## config.mk

```make
export PLATFORM = sky130hd
export DESIGN_NAME = axil_slice_top
export DESIGN_NICKNAME = d
export VERILOG_FILES = /design/src/verilog/axil_pkg.sv /design/src/verilog/axil_if.sv /design/src/verilog/skid_buffer.sv /design/src/verilog/axil_skid.sv /design/src/verilog/axil_reg_target.sv /design/src/verilog/axil_slice_top.sv
export SDC_FILE = /design/constraint.sdc
export NUM_CORES = 1
export LEC_CHECK = 0
export ABC_AREA = 1
export BUFFER_PORTS_ARGS = -buffer_cell sky130_fd_sc_hd__buf_2
export CAP_MARGIN = 20
export CORE_MARGIN = 2
export CORE_UTILIZATION = 50
export DETAILED_ROUTE_END_ITERATION = 8
export HOLD_SLACK_MARGIN = 0.02
export PLACE_DENSITY = 0.66
export SLEW_MARGIN = 20
export SYNTH_ARGS = -nofsm -noshare
export SYNTH_HDL_FRONTEND = slang
export SYNTH_SLANG_ARGS = --single-unit
```

## constraint.sdc

```tcl
create_clock -name seq -period 4 [get_ports seq]
set_input_delay 0.2 -clock seq [delete_from_list [all_inputs] [get_ports seq]]
set_output_delay 0.2 -clock seq [all_outputs]
set_load 0.02 [all_outputs]
```

## src/verilog/axil_pkg.sv

```systemverilog
// AXI-Lite widths, response codes, channel payload structs and target register count.
`default_nettype none

package axil_pkg;

    localparam int addr_w = 32;
    localparam int data_w = 32;
    localparam int strb_w = data_w / 8;
    localparam int resp_w = 2;

    // the target decodes this many words starting at address zero.
    localparam int reg_count = 16;
    localparam int idx_w = $clog2(reg_count);

    localparam logic [resp_w-1:0] resp_okay = 2'b00;
    localparam logic [resp_w-1:0] resp_slverr = 2'b10;

    // write address channel payload.
    typedef struct packed {
        logic [addr_w-1:0] addr;
    } axil_aw_t;

    // write data channel payload.
    typedef struct packed {
        logic [data_w-1:0] data;
        logic [strb_w-1:0] strb; // one bit per byte lane.
    } axil_w_t;

    // write response channel payload.
    typedef struct packed {
        logic [resp_w-1:0] resp;
    } axil_b_t;

    // read address channel payload.
    typedef struct packed {
        logic [addr_w-1:0] addr;
    } axil_ar_t;

    // read data channel payload.
    typedef struct packed {
        logic [data_w-1:0] data;
        logic [resp_w-1:0] resp;
    } axil_r_t;

endpackage

`default_nettype wire

```

## src/verilog/axil_if.sv

```systemverilog
// AXI-Lite interface with valid, ready and payload per channel, and its mst and slv modports.
`default_nettype none

interface axil_if import axil_pkg::*; ();

    logic aw_valid;
    logic aw_ready;
    axil_aw_t aw;

    logic w_valid;
    logic w_ready;
    axil_w_t w;

    logic b_valid;
    logic b_ready;
    axil_b_t b;

    logic ar_valid;
    logic ar_ready;
    axil_ar_t ar;

    logic r_valid;
    logic r_ready;
    axil_r_t r;

    // the master issues requests and takes responses.
    modport mst (
        output aw_valid, aw, w_valid, w, ar_valid, ar, b_ready, r_ready,
        input aw_ready, w_ready, ar_ready, b_valid, b, r_valid, r
    );

    // the slave takes requests and returns responses.
    modport slv (
        input aw_valid, aw, w_valid, w, ar_valid, ar, b_ready, r_ready,
        output aw_ready, w_ready, ar_ready, b_valid, b, r_valid, r
    );

endinterface

`default_nettype wire

```

## src/verilog/skid_buffer.sv

```systemverilog
// Two-entry valid/ready skid buffer with a payload type parameter and a bypass option.
`default_nettype none

module skid_buffer #(
    parameter type payload_t = logic [31:0],
    parameter bit bypass = 1'b0
) (
    input logic seq,
    input logic reset,
    input logic in_valid,
    output logic in_ready,
    input payload_t in_data,
    output logic out_valid,
    input logic out_ready,
    output payload_t out_data
);

    if (bypass) begin : g_bypass
        // plain wires, no latency and no path cut.
        assign out_valid = in_valid;
        assign in_ready = out_ready;
        assign out_data = in_data;
    end else begin : g_reg
        logic out_valid_r;
        logic skid_valid_r;
        payload_t out_data_r;
        payload_t skid_data_r;
        logic out_free;

        // the output slot can load when it is empty or being emptied this cycle.
        assign out_free = !out_valid_r || out_ready;

        always_ff @(posedge seq) begin
            if (reset) begin
                out_valid_r <= 1'b0;
                skid_valid_r <= 1'b0;
            end else if (out_free) begin
                if (skid_valid_r) begin
                    out_valid_r <= 1'b1; // the skid entry moves up first.
                    skid_valid_r <= 1'b0;
                end else begin
                    out_valid_r <= in_valid;
                end
            end else if (in_valid && !skid_valid_r) begin
                skid_valid_r <= 1'b1; // output stalled, so park the new item.
            end
        end

        always_ff @(posedge seq) begin
            if (out_free) begin
                out_data_r <= skid_valid_r ? skid_data_r : in_data;
            end
            if (!out_free && !skid_valid_r) begin
                skid_data_r <= in_data;
            end
        end

        // ready is a flop output, so it never sees this cycle's in_valid.
        assign in_ready = !skid_valid_r;
        assign out_valid = out_valid_r;
        assign out_data = out_data_r;

        // a stalled output keeps presenting the same item.
        assert property (@(posedge seq) disable iff (reset)
            out_valid && !out_ready |=> out_valid && $stable(out_data));

        // once a stall fills the skid entry, nothing more is taken next cycle.
        assert property (@(posedge seq) disable iff (reset)
            in_valid && in_ready && out_valid && !out_ready |=> !in_ready);
    end

endmodule

`default_nettype wire

```

## src/verilog/axil_skid.sv

```systemverilog
// AXI-Lite register slice with one skid buffer per channel, each bypassable.
`default_nettype none

module axil_skid import axil_pkg::*; #(
    parameter bit bypass_aw = 1'b0,
    parameter bit bypass_w = 1'b0,
    parameter bit bypass_b = 1'b0,
    parameter bit bypass_ar = 1'b0,
    parameter bit bypass_r = 1'b0
) (
    input logic seq,
    input logic reset,
    axil_if.slv slv,
    axil_if.mst mst
);

    // Request channels run from the slave side to the master side.
    skid_buffer #(
        .payload_t (axil_aw_t),
        .bypass (bypass_aw)
    ) aw_buf (
        .seq (seq),
        .reset (reset),
        .in_valid (slv.aw_valid),
        .in_ready (slv.aw_ready),
        .in_data (slv.aw),
        .out_valid (mst.aw_valid),
        .out_ready (mst.aw_ready),
        .out_data (mst.aw)
    );

    skid_buffer #(
        .payload_t (axil_w_t),
        .bypass (bypass_w)
    ) w_buf (
        .seq (seq),
        .reset (reset),
        .in_valid (slv.w_valid),
        .in_ready (slv.w_ready),
        .in_data (slv.w),
        .out_valid (mst.w_valid),
        .out_ready (mst.w_ready),
        .out_data (mst.w)
    );

    skid_buffer #(
        .payload_t (axil_ar_t),
        .bypass (bypass_ar)
    ) ar_buf (
        .seq (seq),
        .reset (reset),
        .in_valid (slv.ar_valid),
        .in_ready (slv.ar_ready),
        .in_data (slv.ar),
        .out_valid (mst.ar_valid),
        .out_ready (mst.ar_ready),
        .out_data (mst.ar)
    );

    // response channels come back from the master side.
    skid_buffer #(
        .payload_t (axil_b_t),
        .bypass (bypass_b)
    ) b_buf (
        .seq (seq),
        .reset (reset),
        .in_valid (mst.b_valid),
        .in_ready (mst.b_ready),
        .in_data (mst.b),
        .out_valid (slv.b_valid),
        .out_ready (slv.b_ready),
        .out_data (slv.b)
    );

    skid_buffer #(
        .payload_t (axil_r_t),
        .bypass (bypass_r)
    ) r_buf (
        .seq (seq),
        .reset (reset),
        .in_valid (mst.r_valid),
        .in_ready (mst.r_ready),
        .in_data (mst.r),
        .out_valid (slv.r_valid),
        .out_ready (slv.r_ready),
        .out_data (slv.r)
    );

endmodule

`default_nettype wire

```

## src/verilog/axil_reg_target.sv

```systemverilog
// AXI-Lite register target with 16 words, byte strobes and range decoding.
`default_nettype none

module axil_reg_target import axil_pkg::*; (
    input logic seq,
    input logic reset,
    axil_if.slv bus
);

    logic [data_w-1:0] regs [reg_count];

    logic wr_accept;
    logic wr_hit;
    logic [idx_w-1:0] wr_idx;
    logic b_valid_r;
    logic [resp_w-1:0] b_resp_r;

    logic rd_accept;
    logic rd_hit;
    logic [idx_w-1:0] rd_idx;
    logic r_valid_r;
    logic [data_w-1:0] r_data_r;
    logic [resp_w-1:0] r_resp_r;

    // A hit needs a word-aligned address inside the register range.
    function automatic logic in_range(input logic [addr_w-1:0] addr);
        return (addr[1:0] == 2'b00) && (addr[addr_w-1:2] < reg_count);
    endfunction

    // address and data are taken together, only with no response outstanding.
    assign wr_accept = bus.aw_valid && bus.w_valid && !b_valid_r;
    assign wr_hit = in_range(bus.aw.addr);
    assign wr_idx = bus.aw.addr[idx_w+1:2];

    assign bus.aw_ready = wr_accept;
    assign bus.w_ready = wr_accept;

    always_ff @(posedge seq) begin
        if (reset) begin
            for (int i = 0; i < reg_count; i++) begin
                regs[i] <= '0;
            end
        end else if (wr_accept && wr_hit) begin
            for (int i = 0; i < strb_w; i++) begin
                if (bus.w.strb[i]) begin
                    regs[wr_idx][i*8 +: 8] <= bus.w.data[i*8 +: 8];
                end
            end
        end
    end

    always_ff @(posedge seq) begin
        if (reset) begin
            b_valid_r <= 1'b0;
        end else if (wr_accept) begin
            b_valid_r <= 1'b1;
        end else if (bus.b_ready) begin
            b_valid_r <= 1'b0; // response taken.
        end
    end

    always_ff @(posedge seq) begin
        if (wr_accept) begin
            b_resp_r <= wr_hit ? resp_okay : resp_slverr;
        end
    end

    assign bus.b_valid = b_valid_r;
    assign bus.b.resp = b_resp_r;

    assign bus.ar_ready = !r_valid_r; // one read in flight at most.
    assign rd_accept = bus.ar_valid && !r_valid_r;
    assign rd_hit = in_range(bus.ar.addr);
    assign rd_idx = bus.ar.addr[idx_w+1:2];

    always_ff @(posedge seq) begin
        if (reset) begin
            r_valid_r <= 1'b0;
        end else if (rd_accept) begin
            r_valid_r <= 1'b1;
        end else if (bus.r_ready) begin
            r_valid_r <= 1'b0;
        end
    end

    // an out-of-range read returns zero data.
    always_ff @(posedge seq) begin
        if (rd_accept) begin
            r_data_r <= rd_hit ? regs[rd_idx] : '0;
            r_resp_r <= rd_hit ? resp_okay : resp_slverr;
        end
    end

    assign bus.r_valid = r_valid_r;
    assign bus.r.data = r_data_r;
    assign bus.r.resp = r_resp_r;

    // a write response only appears right after both write handshakes on the bus.
    assert property (@(posedge seq) disable iff (reset)
        $rose(bus.b_valid) |-> $past(bus.aw_valid && bus.aw_ready
                                     && bus.w_valid && bus.w_ready));

    // read data stays up and unchanged until the master takes it.
    assert property (@(posedge seq) disable iff (reset)
        bus.r_valid && !bus.r_ready |=> bus.r_valid && $stable(bus.r));

endmodule

`default_nettype wire

```

## src/verilog/axil_slice_top.sv

```systemverilog
// Top level with plain AXI-Lite ports, joining the register slice to the register target.
`default_nettype none

module axil_slice_top import axil_pkg::*; (
    input logic seq,
    input logic reset,

    input logic aw_valid,
    output logic aw_ready,
    input logic [addr_w-1:0] aw_addr,

    input logic w_valid,
    output logic w_ready,
    input logic [data_w-1:0] w_data,
    input logic [strb_w-1:0] w_strb,

    output logic b_valid,
    input logic b_ready,
    output logic [resp_w-1:0] b_resp,

    input logic ar_valid,
    output logic ar_ready,
    input logic [addr_w-1:0] ar_addr,

    output logic r_valid,
    input logic r_ready,
    output logic [data_w-1:0] r_data,
    output logic [resp_w-1:0] r_resp
);

    axil_if bus_in ();  // from the ports into the slice.
    axil_if bus_out (); // from the slice into the target.

    assign bus_in.aw_valid = aw_valid;
    assign bus_in.aw.addr = aw_addr;
    assign aw_ready = bus_in.aw_ready;

    assign bus_in.w_valid = w_valid;
    assign bus_in.w.data = w_data;
    assign bus_in.w.strb = w_strb;
    assign w_ready = bus_in.w_ready;

    assign b_valid = bus_in.b_valid;
    assign b_resp = bus_in.b.resp;
    assign bus_in.b_ready = b_ready;

    assign bus_in.ar_valid = ar_valid;
    assign bus_in.ar.addr = ar_addr;
    assign ar_ready = bus_in.ar_ready;

    assign r_valid = bus_in.r_valid;
    assign r_data = bus_in.r.data;
    assign r_resp = bus_in.r.resp;
    assign bus_in.r_ready = r_ready;

    // every channel registered, so all valid and ready paths are cut.
    axil_skid #(
        .bypass_aw (1'b0),
        .bypass_w (1'b0),
        .bypass_b (1'b0),
        .bypass_ar (1'b0),
        .bypass_r (1'b0)
    ) u_skid (
        .seq (seq),
        .reset (reset),
        .slv (bus_in.slv),
        .mst (bus_out.mst)
    );

    axil_reg_target u_target (
        .seq (seq),
        .reset (reset),
        .bus (bus_out.slv)
    );

endmodule

`default_nettype wire

```

==> out/metrics.yaml <==
cts:
  post-cts-setup-buffers: 0
  root_buffer: "clkbuf_16"
  cts-resized-gates: 0
  clock_sinks: 826
  clk_pin_slew_ns: 0.06
  ctsLongestPathBuffers: 3
  cts_tree: "done"
  clock_latency_ns: 0.65
  cts_made_buffers: 86
  htreeDepth: 3
cells_and_area:
  nFillCells: 5989
  drive_gt1_frac: 0.133
  final-seq-area_sq_um: 24700
  nNetsFinal: 3702
  final_cell_mix: "nand2_1 (956), edfxtp_1 (814), nor2_1 (652)"
  multi_input_area_sq_um: 10100
  area_growth_syn_to_layout_pct: 14.3
  layout_commonest_cell: "nand2_1"
  antenna_cells: 0
  postLayoutCellArea_sq_um: 41900
route:
  drt_first_pass_iters: 6
  initialDrtViolationCount: 2328
  vias_per_cell: 5.32
  wl_mm: 90.0
  drt.antenna.violating_nets: 0
  wl_per_cell_microns: 19.5
  vias: 24600
  drc: 0
outcome:
  outcome: "complete, no violations"
worst_hold_path:
  hold_path_end: "u_target.bus.b_valid"
  hp-start: "reset"
  hold_depth: 2
  min-delay-path-class: "in -> reg"
power:
  pwr-share-clk: 0.397
  powerDensity_nw_per_um2: 472
  p_int_mw: 14.9
  p_leak_nw: 17.3
  p_switching_mw: 4.85
  seq_power_share: 0.511
  comb_power_share: 0.092
  switching_share: 0.245
  ir_worst_vdd_mv: 0.423
sta:
  setup_viol: 0
  hold_viol_final: 0
  tightest_slew_ns: 1.10
  tns_ns: 0
  holdWs_ns: 0.133
  slew_headroom: 0.267
  timing.fmax_ghz: 0.374
  fin_skew_ns: 0.0220
  period_minus_slack_ns: 2.67
  rsz0062_at_grt: "false"
  fin_crit_sh: 0.668
  slew_violations: 0
synth:
  synth_top_area_frac: 0.668
  yosys.area.top_type: "edfxtp_1"
  synthTopCellsByArea: "edfxtp_1 (67%), nand2_1 (9.8%), nor2_1 (6.8%)"
  netlist_area_sq_um: 36600
  ys_ff_latch: 826
  synth_cell_type_count: 32
  async_reset_ff_frac: 0
  yosysWarningCount: 0
  synth_ff_type: "edfxtp_1"
  syn-instance-count: 3405
  syn_avg_cell_area_sq_um: 10.8
  synth_edf_count: 814
  ys_seq_area_frac: 0.674
critical_path:
  worstPathRequired_ns: 4.30
  crit_path_start_kind: "flop"
  reg2reg_depth: 8
  r2r_slack_ns: 1.33
  reg2reg_to: "u_target.regs[4][31]"
  critPathCaptureType: "flop"
  arrival_ns: 2.97
  path_max_fanout: 28
  r2r-start: "u_skid.aw_buf.out_data[12]"
  crit_type: "reg -> reg"
floorplan:
  dieWidth_microns: 275
  die_area_sq_um: 75400
  io_pins: 148
  rows: 99
  start_util: 0.504
  core_area_sq_um: 72700
  die_h_microns: 275
global_routing:
  grt_pass1_vias: 23700
  grt_max_degree: 164
  grt.total_usage: 0.240
  grt_overflow_total: 0
  antenna_found_initial: 0
  grt_pass1_wl_mm: 138
placement:
  place_area_sq_um: 38100
  dp_hpwl_mm: 55.9
  gp_congestion: 0.852
  port_buffers: 145
job:
  max_cap_violations: 0
-- worst max-delay path: stages (launching register included) --
cell      delay [ns]
edfxtp_1        0.37
nor2_1          0.13
nand2_1         0.08
nor2_1          0.13
nand2_1         0.11
nor2_4          0.42
buf_12          0.37
nand4_4         0.27
nand2_1         0.40
-- power groups by stage --
stage | Clock [mW] | Sequential (mW) | Combinational [mW]
4_1_cts | 7.95 | 10.1 | 1.81
3_5_place_dp | 0 | 10.3 | 1.72
2_1_floorplan | 0 | 10.2 | 1.07
6_report | 7.84 | 10.1 | 1.83
3_3_place_gp | 0 | 10.3 | 1.71
5_1_grt | 8.26 | 10.1 | 1.97
-- synthesized netlist by cell type, types with 15 or more instances --
library cell,n
mux2_2,34
clkbuf_1,104
o21ai_0,92
buf_1,15
nor2_1,659
nand4_4,49
nand3_1,161
o211ai_1,56
edfxtp_1,814
o21ai_1,16
nand4_2,15
nor2_2,52
a21oi_1,36
inv_1,232
buf_2,52
nand2_1,958
-- area by class of cell --
type	count	share of cell area
Clock buffer	112	0.0545
Clock inverter	39	0.0108
Inverter	238	0.0215
Multi-Input combinational cell	2148	0.242
Sequential cell	826	0.590
Tap cell	959	0.0287
Timing Repair Buffer	295	0.0528
-- repair_timing --
item	in CTS	in global routing
setup endpoints to repair	0	0
endpoints found under the hold margin	210	0
hold buffers	104	0
-- logic make-up (layout without fill, tap and decap cells) --
logic type,count (synthesis),in the layout,synth area share
compound gates,202,202,0.0315
flops,826,826,0.674
mux,34,34,0.0105
other cells,1,2,0.000102
simple gates,1910,1910,0.233
buf+inv,432,684,0.0504
-- per-layer routing --
layer,GRT usage,wire [microns]
met5,0,0
met1,0.341,37700
met2,0.389,42700
met3,0.0319,7390
met4,0.0719,2180
-- stage by stage --
stage	worst slack (ns)	total power, mW	std cells	utilization
3_3_place_gp	1.40	12.0	4362	0.524
6_report	1.33	19.8	4617	0.576
4_1_cts	1.33	19.9	4617	0.576
5_1_grt	1.17	20.4	4617	0.576
2_1_floorplan	0.432	11.3	3406	-
3_5_place_dp	1.38	12.0	4362	0.524
-- state kept, by name, summed over array words and instances (netlist names), 32 cells and up --
signal                           cells
u_skid.ar_buf.g_reg.skid_data_r     32
u_skid.ar_buf.out_data              32
u_skid.aw_buf.g_reg.skid_data_r     32
u_skid.aw_buf.out_data              32
u_skid.r_buf.g_reg.skid_data_r      33
u_skid.r_buf.out_data               33
u_skid.w_buf.g_reg.skid_data_r      36
u_skid.w_buf.out_data               36
u_target.r_data_r                   32
u_target.regs                      512
-- how the worst max path moves through the flow --
stage                                           from                                end  slack, ns  cells after the start
after global placement    u_skid.ar_buf.out_data[13]              u_target.r_data_r[30]       1.40                      7
final                     u_skid.aw_buf.out_data[12]               u_target.regs[4][31]       1.33                      8
after CTS                 u_skid.aw_buf.out_data[12]              u_target.regs[15][29]       1.33                      8
after global routing      u_skid.aw_buf.out_data[10]              u_target.regs[15][31]       1.17                      8
after detailed placement  u_skid.ar_buf.out_data[13]              u_target.r_data_r[30]       1.38                      7
after floorplan               u_skid.w_buf.out_valid  u_skid.w_buf.g_reg.skid_data_r[0]       0.43                      6
(Power assumes the default switching activity.)
